===== config.mk =====
export PLATFORM = sky130hd
export DESIGN_NAME = rx_frame_top
export DESIGN_NICKNAME = d
export VERILOG_FILES = /design/src/logic/rx_frame_pkg.sv /design/src/logic/flash_cmd_pkg.sv /design/src/logic/rx_byte_counter.sv /design/src/logic/rx_header_capture.sv /design/src/logic/rx_word_sum.sv /design/src/logic/rx_ctrl_fsm.sv /design/src/logic/rx_frame_top.sv
export SDC_FILE = /design/constraint.sdc
export NUM_CORES = 1
export LEC_CHECK = 0
export BUFFER_PORTS_ARGS = -buffer_cell sky130_fd_sc_hd__buf_2
export CORE_MARGIN = 4
export CORE_UTILIZATION = 60
export DETAILED_ROUTE_END_ITERATION = 10
export GPL_ROUTABILITY_DRIVEN = 0
export GPL_TIMING_DRIVEN = 0
export PLACE_DENSITY_LB_ADDON = 0.05
export SLEW_MARGIN = 30
export SYNTH_ARGS = -nofsm -noshare
export SYNTH_HDL_FRONTEND = slang
export SYNTH_SLANG_ARGS = --single-unit

===== constraint.sdc =====
create_clock -name clk -period 4.6 [get_ports clk]
set_input_delay 0.46 -clock clk [delete_from_list [all_inputs] [get_ports clk]]
set_output_delay 0.46 -clock clk [all_outputs]
set_load 0.005 [all_outputs]

===== src/logic/rx_frame_pkg.sv =====
package rx_frame_pkg;

  typedef logic [7:0]  byte_t;
  typedef logic [15:0] word_t;
  typedef logic [31:0] csum_t;
  typedef logic [15:0] line_t;
  typedef logic [12:0] pos_idx_t;
  typedef logic [7:0]  report_code_t;

  // sync word as it appears on the stream
  localparam byte_t SYNC_HI = 8'hF5;
  localparam byte_t SYNC_LO = 8'h0A;

  localparam int HDR_BYTES  = 4;
  localparam int CSUM_BYTES = 4;

  typedef enum logic [7:0] {
    MSG_PIC_ROW = 8'h01,
    MSG_LED_ROW = 8'h02,
    MSG_ERASE   = 8'h10,
    MSG_RELEASE = 8'h11
  } msg_type_e;

  typedef enum logic [2:0] {
    FLD_SYNC,
    FLD_HEADER,
    FLD_PAYLOAD,
    FLD_CSUM
  } field_e;

  // position of the byte on in_data
  typedef struct packed {
    field_e   field;
    pos_idx_t idx;
    logic     strobe;
  } rx_pos_t;

  localparam report_code_t CODE_WRITE_ACK = 8'h12;
  localparam report_code_t CODE_CSUM_ERR  = 8'hFF;
  localparam report_code_t CODE_UNKNOWN   = 8'hFE;

  typedef struct packed {
    report_code_t code;
    logic [15:0]  arg;
  } rx_report_t;

endpackage


===== src/logic/flash_cmd_pkg.sv =====
package flash_cmd_pkg;

  typedef logic [2:0]  region_t;
  typedef logic [13:0] row_t;

  // row is region in the top bits, line below
  localparam int LINE_BITS = 11;

  localparam region_t REGION_PIC = 3'd3;

  typedef enum logic {
    OP_ERASE,
    OP_WRITE
  } flash_op_e;

  typedef struct packed {
    flash_op_e op;
    row_t      row;
  } flash_cmd_t;

endpackage


===== src/logic/rx_byte_counter.sv =====
module rx_byte_counter #(
  parameter int PAYLOAD_BYTES = 16
) (
  input  logic                    clk,
  input  logic                    rst_n,
  input  logic                    in_valid,
  input  rx_frame_pkg::byte_t     in_data,
  input  logic                    armed,
  input  logic                    has_payload,
  output rx_frame_pkg::rx_pos_t   rx_pos,
  output logic                    frame_end
);

  localparam rx_frame_pkg::pos_idx_t HDR_LAST =
    rx_frame_pkg::pos_idx_t'(rx_frame_pkg::HDR_BYTES - 1);
  localparam rx_frame_pkg::pos_idx_t PAY_LAST =
    rx_frame_pkg::pos_idx_t'(PAYLOAD_BYTES - 1);
  localparam rx_frame_pkg::pos_idx_t CSUM_LAST =
    rx_frame_pkg::pos_idx_t'(rx_frame_pkg::CSUM_BYTES - 1);

  rx_frame_pkg::field_e   field_q;
  rx_frame_pkg::field_e   field_next;
  rx_frame_pkg::pos_idx_t idx_q;
  rx_frame_pkg::byte_t    last_byte;
  logic                   hold_q;
  logic                   accept;
  logic                   field_last;

  // after a frame, wait for the FSM to drop armed before taking bytes again
  assign accept = in_valid && armed && !hold_q;

  assign rx_pos.field  = field_q;
  assign rx_pos.idx    = idx_q;
  assign rx_pos.strobe = accept;

  always_comb
  begin
    field_last = 1'b0;
    field_next = rx_frame_pkg::FLD_SYNC;
    case (field_q)
      rx_frame_pkg::FLD_HEADER:
      begin
        field_last = (idx_q == HDR_LAST);
        field_next = has_payload ? rx_frame_pkg::FLD_PAYLOAD : rx_frame_pkg::FLD_CSUM;
      end
      rx_frame_pkg::FLD_PAYLOAD:
      begin
        field_last = (idx_q == PAY_LAST);
        field_next = rx_frame_pkg::FLD_CSUM;
      end
      rx_frame_pkg::FLD_CSUM:
      begin
        field_last = (idx_q == CSUM_LAST);
      end
      default:
      begin
        field_last = (last_byte == rx_frame_pkg::SYNC_HI) && (in_data == rx_frame_pkg::SYNC_LO);
        field_next = rx_frame_pkg::FLD_HEADER;
      end
    endcase
  end

  always_ff @(posedge clk or negedge rst_n)
  begin
    if (!rst_n)
    begin
      field_q   <= rx_frame_pkg::FLD_SYNC;
      idx_q     <= '0;
      last_byte <= '0;
      hold_q    <= 1'b0;
      frame_end <= 1'b0;
    end
    else
    begin
      frame_end <= 1'b0;
      if (!armed)
        hold_q <= 1'b0;
      if (accept)
      begin
        last_byte <= in_data;
        idx_q     <= idx_q + 1'b1;
        if (field_q == rx_frame_pkg::FLD_SYNC)
          idx_q <= '0;
        if (field_last)
        begin
          idx_q   <= '0;
          field_q <= field_next;
        end
        // last checksum byte closes the frame
        if (field_last && field_q == rx_frame_pkg::FLD_CSUM)
        begin
          frame_end <= 1'b1;
          hold_q    <= 1'b1;
          last_byte <= '0;
        end
      end
    end
  end

endmodule


===== src/logic/rx_header_capture.sv =====
module rx_header_capture (
  input  logic                      clk,
  input  logic                      rst_n,
  input  rx_frame_pkg::byte_t       in_data,
  input  rx_frame_pkg::rx_pos_t     rx_pos,
  input  logic                      frame_clear,
  output rx_frame_pkg::msg_type_e   msg_type,
  output rx_frame_pkg::line_t       line,
  output rx_frame_pkg::byte_t       led_id,
  output logic                      has_payload,
  output flash_cmd_pkg::flash_cmd_t cmd
);

  rx_frame_pkg::byte_t     erase_hi;
  rx_frame_pkg::byte_t     led_hi;
  flash_cmd_pkg::region_t  erase_region;
  flash_cmd_pkg::region_t  led_region;

  always_ff @(posedge clk or negedge rst_n)
  begin
    if (!rst_n)
    begin
      msg_type <= rx_frame_pkg::msg_type_e'(8'h00);
      line     <= '0;
      led_id   <= '0;
    end
    else if (frame_clear)
    begin
      msg_type <= rx_frame_pkg::msg_type_e'(8'h00);
      line     <= '0;
      led_id   <= '0;
    end
    else if (rx_pos.strobe && rx_pos.field == rx_frame_pkg::FLD_HEADER)
    begin
      case (rx_pos.idx)
        13'd0: msg_type <= rx_frame_pkg::msg_type_e'(in_data);
        13'd1: line[15:8] <= in_data;
        13'd2: line[7:0] <= in_data;
        13'd3: led_id <= in_data;
        default: ;
      endcase
    end
  end

  assign has_payload = (msg_type == rx_frame_pkg::MSG_PIC_ROW) ||
                       (msg_type == rx_frame_pkg::MSG_LED_ROW);

  // regions are numbered from 1
  assign erase_hi     = line[15:8] + 8'd1;
  assign led_hi       = led_id + 8'd1;
  assign erase_region = erase_hi[2:0];
  assign led_region   = led_hi[2:0];

  always_comb
  begin
    cmd.op  = flash_cmd_pkg::OP_WRITE;
    cmd.row = {flash_cmd_pkg::REGION_PIC, line[flash_cmd_pkg::LINE_BITS-1:0]};
    case (msg_type)
      rx_frame_pkg::MSG_ERASE:
      begin
        cmd.op  = flash_cmd_pkg::OP_ERASE;
        cmd.row = {erase_region, 11'd0};
      end
      rx_frame_pkg::MSG_LED_ROW:
        cmd.row = {led_region, line[flash_cmd_pkg::LINE_BITS-1:0]};
      default: ;
    endcase
  end

endmodule


===== src/logic/rx_word_sum.sv =====
module rx_word_sum #(
  parameter int PAYLOAD_BYTES = 16
) (
  input  logic                  clk,
  input  logic                  rst_n,
  input  rx_frame_pkg::byte_t   in_data,
  input  rx_frame_pkg::rx_pos_t rx_pos,
  input  logic                  frame_end,
  input  logic                  frame_clear,
  output logic                  pay_valid,
  output rx_frame_pkg::word_t   pay_word,
  output logic                  sum_valid,
  output logic                  sum_ok
);

  rx_frame_pkg::byte_t    hi_q;
  rx_frame_pkg::word_t    word_in;
  rx_frame_pkg::csum_t    sum_q;
  rx_frame_pkg::csum_t    csum_rx_q;
  logic                   in_summed;
  logic                   in_pay;
  logic                   in_csum;

  assign word_in   = {hi_q, in_data};
  assign in_pay    = rx_pos.strobe && rx_pos.field == rx_frame_pkg::FLD_PAYLOAD;
  assign in_csum   = rx_pos.strobe && rx_pos.field == rx_frame_pkg::FLD_CSUM;
  assign in_summed = in_pay || (rx_pos.strobe && rx_pos.field == rx_frame_pkg::FLD_HEADER);

  always_ff @(posedge clk)
  begin
    if (in_summed && !rx_pos.idx[0])
      hi_q <= in_data;
    if (in_pay && rx_pos.idx[0])
      pay_word <= word_in;
  end

  always_ff @(posedge clk or negedge rst_n)
  begin
    if (!rst_n)
    begin
      pay_valid <= 1'b0;
      sum_valid <= 1'b0;
      sum_ok    <= 1'b0;
      sum_q     <= '0;
      csum_rx_q <= '0;
    end
    else
    begin
      pay_valid <= in_pay && rx_pos.idx[0];
      sum_valid <= frame_end;
      if (frame_clear)
      begin
        sum_q     <= '0;
        csum_rx_q <= '0;
      end
      else
      begin
        if (in_summed && rx_pos.idx[0])
          sum_q <= sum_q + {16'h0000, word_in};
        // checksum arrives big-endian
        if (in_csum)
          csum_rx_q <= {csum_rx_q[23:0], in_data};
      end
      if (frame_end)
        sum_ok <= (sum_q == csum_rx_q);
    end
  end

endmodule


===== src/logic/rx_ctrl_fsm.sv =====
module rx_ctrl_fsm (
  input  logic                      clk,
  input  logic                      rst_n,
  input  logic                      sum_valid,
  input  logic                      sum_ok,
  input  rx_frame_pkg::msg_type_e   msg_type,
  input  rx_frame_pkg::line_t       line,
  input  flash_cmd_pkg::flash_cmd_t cmd,
  input  logic                      flash_ack,
  output logic                      armed,
  output logic                      frame_clear,
  output logic                      flash_req,
  output flash_cmd_pkg::flash_cmd_t flash_cmd,
  output logic                      pay_flush,
  output logic                      rpt_valid,
  output rx_frame_pkg::rx_report_t  rpt,
  output logic                      busy,
  output logic                      rx_full
);

  typedef enum logic [2:0] {
    RECEIVE,
    CHECK,
    FLASH_REQ,
    FLASH_WAIT,
    DONE
  } state_e;

  state_e                   state_q;
  state_e                   state_d;
  logic                     ok_q;
  logic                     is_write;
  logic                     is_erase;
  logic                     is_release;
  logic                     do_flash;
  rx_frame_pkg::rx_report_t rpt_d;

  assign is_write   = (msg_type == rx_frame_pkg::MSG_PIC_ROW) ||
                      (msg_type == rx_frame_pkg::MSG_LED_ROW);
  assign is_erase   = (msg_type == rx_frame_pkg::MSG_ERASE);
  assign is_release = (msg_type == rx_frame_pkg::MSG_RELEASE);
  assign do_flash   = ok_q && (is_write || is_erase);

  always_comb
  begin
    state_d = state_q;
    case (state_q)
      RECEIVE:    if (sum_valid) state_d = CHECK;
      CHECK:      state_d = do_flash ? FLASH_REQ : DONE;
      FLASH_REQ:  if (flash_ack) state_d = FLASH_WAIT;
      // operation counts as finished once ack is back low
      FLASH_WAIT: if (!flash_ack) state_d = DONE;
      default:    state_d = RECEIVE;
    endcase
  end

  always_ff @(posedge clk or negedge rst_n)
  begin
    if (!rst_n)
    begin
      state_q   <= RECEIVE;
      ok_q      <= 1'b0;
      busy      <= 1'b0;
      flash_cmd <= '0;
    end
    else
    begin
      state_q <= state_d;
      if (state_q == RECEIVE && sum_valid)
      begin
        ok_q      <= sum_ok;
        flash_cmd <= cmd;
      end
      if (state_q == CHECK && ok_q && is_erase)
        busy <= 1'b1;
      else if (state_q == CHECK && ok_q && is_release)
        busy <= 1'b0;
    end
  end

  always_comb
  begin
    rpt_d.code = rx_frame_pkg::CODE_CSUM_ERR;
    rpt_d.arg  = '0;
    if (ok_q && is_write)
    begin
      rpt_d.code = rx_frame_pkg::CODE_WRITE_ACK;
      rpt_d.arg  = line;
    end
    else if (ok_q && (is_erase || is_release))
    begin
      rpt_d.code = msg_type;
      rpt_d.arg  = {8'h00, line[15:8]};
    end
    else if (ok_q)
      rpt_d.code = rx_frame_pkg::CODE_UNKNOWN;
  end

  assign armed       = (state_q == RECEIVE);
  assign frame_clear = (state_q == DONE);
  assign rpt_valid   = (state_q == CHECK);
  assign rpt         = rpt_valid ? rpt_d : '0;
  assign flash_req   = (rpt_valid && do_flash) || (state_q == FLASH_REQ);
  assign rx_full     = flash_req || (state_q == FLASH_WAIT);
  // only a good row keeps its payload words
  assign pay_flush   = rpt_valid && !(ok_q && is_write);

endmodule


===== src/logic/rx_frame_top.sv =====
module rx_frame_top #(
  parameter int PAYLOAD_BYTES = 16
) (
  input  logic                      clk,
  input  logic                      rst_n,
  input  logic                      in_valid,
  input  rx_frame_pkg::byte_t       in_data,
  output logic                      pay_valid,
  output rx_frame_pkg::word_t       pay_word,
  output logic                      pay_flush,
  output logic                      flash_req,
  output flash_cmd_pkg::flash_cmd_t flash_cmd,
  input  logic                      flash_ack,
  input  logic                      flash_done_err,
  output logic                      rpt_valid,
  output rx_frame_pkg::rx_report_t  rpt,
  output logic                      busy,
  output logic                      rx_full
);

  rx_frame_pkg::rx_pos_t     rx_pos;
  logic                      frame_end;
  logic                      has_payload;
  flash_cmd_pkg::flash_cmd_t cmd;
  rx_frame_pkg::msg_type_e   msg_type;
  rx_frame_pkg::line_t       line;
  logic                      sum_valid;
  logic                      sum_ok;
  logic                      armed;
  logic                      frame_clear;

  rx_byte_counter #(
    .PAYLOAD_BYTES (PAYLOAD_BYTES)
  ) byte_counter_inst (
    .clk         (clk),
    .rst_n       (rst_n),
    .in_valid    (in_valid),
    .in_data     (in_data),
    .armed       (armed),
    .has_payload (has_payload),
    .rx_pos      (rx_pos),
    .frame_end   (frame_end)
  );

  // panel id only feeds the row decode inside header capture
  rx_header_capture header_capture_inst (
    .clk         (clk),
    .rst_n       (rst_n),
    .in_data     (in_data),
    .rx_pos      (rx_pos),
    .frame_clear (frame_clear),
    .msg_type    (msg_type),
    .line        (line),
    .led_id      (),
    .has_payload (has_payload),
    .cmd         (cmd)
  );

  rx_word_sum #(
    .PAYLOAD_BYTES (PAYLOAD_BYTES)
  ) word_sum_inst (
    .clk         (clk),
    .rst_n       (rst_n),
    .in_data     (in_data),
    .rx_pos      (rx_pos),
    .frame_end   (frame_end),
    .frame_clear (frame_clear),
    .pay_valid   (pay_valid),
    .pay_word    (pay_word),
    .sum_valid   (sum_valid),
    .sum_ok      (sum_ok)
  );

  // flash completion is taken from the ack alone
  rx_ctrl_fsm ctrl_fsm_inst (
    .clk         (clk),
    .rst_n       (rst_n),
    .sum_valid   (sum_valid),
    .sum_ok      (sum_ok),
    .msg_type    (msg_type),
    .line        (line),
    .cmd         (cmd),
    .flash_ack   (flash_ack),
    .armed       (armed),
    .frame_clear (frame_clear),
    .flash_req   (flash_req),
    .flash_cmd   (flash_cmd),
    .pay_flush   (pay_flush),
    .rpt_valid   (rpt_valid),
    .rpt         (rpt),
    .busy        (busy),
    .rx_full     (rx_full)
  );

endmodule


==> flow_summary.toml <==
[final_layout]
syn2layout_area_growth_pct = 13.7
ff_latch_area_sq_mm = 0.00420
n_antenna_cell = 0
multi_input_area_sq_mm = 0.00404
drive_above_1_share = 0.156
n_fill_cell = 1115
final_net_count = 1034
mostFrequentLayoutCells = "nand2_1, dfrtp_1, buf_2"
layout_commonest_cell = "nand2_1"

[worst_setup_path]
r2r_slack_ns = 1.49
worstPathMaxFanout = 10
critPathKind = "flip-flop to output port"
worstSetupStartpointType = "flip-flop"
path_common_cell = "nor3_1"
cp_cell_sequence = "nor3_1, nand2_1, nor3_1, and2_0, clkbuf_1, a22oi_1, nor2_1, buf_2"
critPathBufInv = 2
arrival_ns = 2.77
cp.depth = 8
slowest_delay_ns = 0.47
crit_path_top_delay_cell = "nor3_1"
r2r_cells = 9
cp-end-kind = "output port"
critical_path.top_delay_family = "simple AND/OR/NAND/NOR gates"
worstPathRequired_ns = 4.14
r2r_start = "word_sum_inst.sum_q[0]"
r2r_end = "word_sum_inst.sum_q[26]"

[pwr]
p_leak_nw = 4.17
peakVddDrop_uv = 312
pwr_density_cell_mw_per_mm2 = 583

[worst_hold_path]
hold_path_class = "primary input to async pin"

[yosys]
muxShareOfSynthArea = 0.00516
synth_adder_area_share = 0.0392
synth-compound-area-share = 0.168
yosysUniqueCellTypes = 70
async_reset_ff_frac = 0.853
synthXorXnorAreaFrac = 0.0464
synth_area_sq_mm = 0.00849
synth_edf_count = 24
ys_ff_latch = 163
ys.flop_type = "dfrtp_1"
synth.avg_cell_area_sq_um = 9.41
synth_top_family_by_area = "simple AND/OR/NAND/NOR gates"
netlist_instances = 902
yosysWarnings = 0
syn_nets = 941
ys_seq_area_frac = 0.494
synthSimpleGateAreaFrac = 0.216

[floorplanning]
start_util = 0.612
row_count = 43
dieArea_sq_mm = 0.0161
die_h_um = 127
die_w_um = 127
core_area_sq_mm = 0.0139
num_io_pins = 74

[timing]
fmax_mhz = 309
hold_viol = 0
fin_worst_skew_ns = 0.00628
tightestPinTransition_ns = 0.866
rsz0062_at_grt = "false"
slew_viol_final = 0
layout_min_cycle_time_ns = 3.23
fin_setup_tns_ns = 0
final-setup-viol-count = 0
setup_ws_ns = 1.37
relSlewSlack = 0.423
period_share = 0.703

[detailed_routing]
wl_um = 21300
avgViaCountPerCell = 5.97
wl_per_cell_um = 17.9
ant_nets = 0
drc = 0
dr.first_iter.drc_count = 751
drt_pass1_iterations = 5
vias = 7077

[global_route]
grt_pass1_vias = 6709
overflow = 0
antenna_found_initial = 0
grt_first_pass_wirelength_um = 35200
grt_max_degree = 82
track_usage = 0.274

[clock_tree]
cts_max_path_buffers = 2
postCtsHoldBufs = 0
clock_latency_ns = 0.43
cts_sinks = 163
clk_pin_slew_ns = 0.06
tritoncts = "yes"
cts_resized = 0
cts_buffers = 17
postCtsSetupRepairBufs = 0
cts_root_buf = "clkbuf_16"
htreeDepth = 4

[placed_design]
pre_cts_ws_ns = 1.27
portBuffers = 72
dpl.hpwl_um = 15100

[flow_run]
drv_cap = 0

[status]
status = "finished, final reports clean"
[worst register-to-register path, delay by kind of cell (launching register included)]
family / cells / cell delay, ns
AO/OA/AOI/OAI: 6 / 1.71
adder cells (fa/ha/maj): 2 / 0.65
flip-flops: 1 / 0.41
buffers and inverters: 1 / 0.27
[per-layer routing]
layer / global-route usage / wire [um] / up-vias
met1: 0.413 / 9810 / 3418
met5: 0 / 0 / -
met3: 0.0371 / 1480 / 26
li1: - / - / 3368
met2: 0.421 / 9660 / 265
met4: 0.0757 / 306 / 0
[final cells by class]
cell class | count | share of cell area
Clock inverter | 6 | 0.00609
Buffer | 45 | 0.0219
Sequential cell | 163 | 0.435
Clock buffer | 24 | 0.0488
Inverter | 13 | 0.00505
Multi-Input combinational cell | 681 | 0.418
Tap cell | 180 | 0.0233
Timing Repair Buffer | 74 | 0.0420
[power by group]
part	internal [W]	switching (W)	total, W
combinational	0.000814	0.00120	0.00201
clock	0.000764	0.000545	0.00131
sequential	0.00190	0.000406	0.00231
total	0.00348	0.00215	0.00563
[worst max-delay path by stage]
stage / startpoint / endpoint / slack [ns]
floorplan: in_data[0] / word_sum_inst.sum_q[28] / 1.98
global placement: rst_n / word_sum_inst.sum_q[26] / 1.06
detailed placement: in_data[0] / word_sum_inst.sum_q[28] / 1.27
CTS: header_capture_inst.msg_type[5] / rpt[6] / 1.41
global route: header_capture_inst.msg_type[0] / rpt[5] / 1.14
finish: header_capture_inst.msg_type[5] / rpt[6] / 1.37
[synthesized netlist by cell type, drive strengths merged (2+ instances only)]
master | count | share of area
a2111o | 3 | 0.0040
a211o | 2 | 0.0021
a21o | 6 | 0.0053
a21oi | 82 | 0.059
a221oi | 3 | 0.0031
a22oi | 9 | 0.0080
a31o | 3 | 0.0031
a31oi | 4 | 0.0044
a41oi | 2 | 0.0029
and2 | 19 | 0.015
and3 | 8 | 0.0059
and4b | 2 | 0.0024
buf | 7 | 0.0074
clkbuf | 37 | 0.016
dfrtp | 139 | 0.41
edfxtp | 24 | 0.085
ha | 25 | 0.037
inv | 13 | 0.0057
mux2 | 3 | 0.0040
nand2 | 211 | 0.094
nand2b | 5 | 0.0037
nand3 | 41 | 0.024
nand4 | 9 | 0.0066
nand4b | 2 | 0.0038
nor2 | 34 | 0.015
nor2b | 2 | 0.0015
nor3 | 19 | 0.014
nor4 | 7 | 0.0069
nor4b | 2 | 0.0028
o211ai | 3 | 0.0027
o21a | 7 | 0.0062
o21ai | 72 | 0.042
o22ai | 3 | 0.0022
o31a | 2 | 0.0021
o31ai | 15 | 0.013
o41ai | 2 | 0.0021
or2 | 3 | 0.0022
or3 | 3 | 0.0022
or4 | 11 | 0.010
xnor2 | 24 | 0.025
xor2 | 21 | 0.022
[flip-flops by register name (all words and copies together), names as in the netlist, 2 cells and up]
| name | cells |
|---|---|
| byte_counter_inst.field_q | 2 |
| byte_counter_inst.idx_q | 13 |
| byte_counter_inst.last_byte | 8 |
| ctrl_fsm_inst.flash_cmd | 15 |
| ctrl_fsm_inst.state_q | 3 |
| header_capture_inst.led_id | 3 |
| header_capture_inst.line | 16 |
| header_capture_inst.msg_type | 8 |
| word_sum_inst.csum_rx_q | 32 |
| word_sum_inst.hi_q | 8 |
| word_sum_inst.pay_word | 16 |
| word_sum_inst.sum_q | 32 |
[logic make-up (layout without fill, tap and decap cells)]
kind of cell / Yosys count / in the layout
multiplexers: 4 / 4
adder cells (fa/ha/maj): 26 / 26
XOR/XNOR: 45 / 45
AND/OR/NAND/NOR: 383 / 383
flip-flops: 163 / 163
AO/OA/AOI/OAI: 223 / 223
buffers and inverters: 58 / 162
[through the flow]
stage | hold slack, ns | power [W] | cell area, sq um | std cells | utilization
after floorplan | 0.164 | 0.00368 | 8490 | 902 | -
after global placement | 0.447 | 0.00424 | 9080 | 1154 | 0.654
after detailed placement | 0.446 | 0.00430 | 9130 | 1156 | 0.658
after CTS | 0.0515 | 0.00562 | 9660 | 1186 | 0.696
after global routing | 0.0701 | 0.00600 | 9660 | 1186 | 0.696
final | 0.0215 | 0.00563 | 9660 | 1186 | 0.696
(Power assumes the default switching activity.)
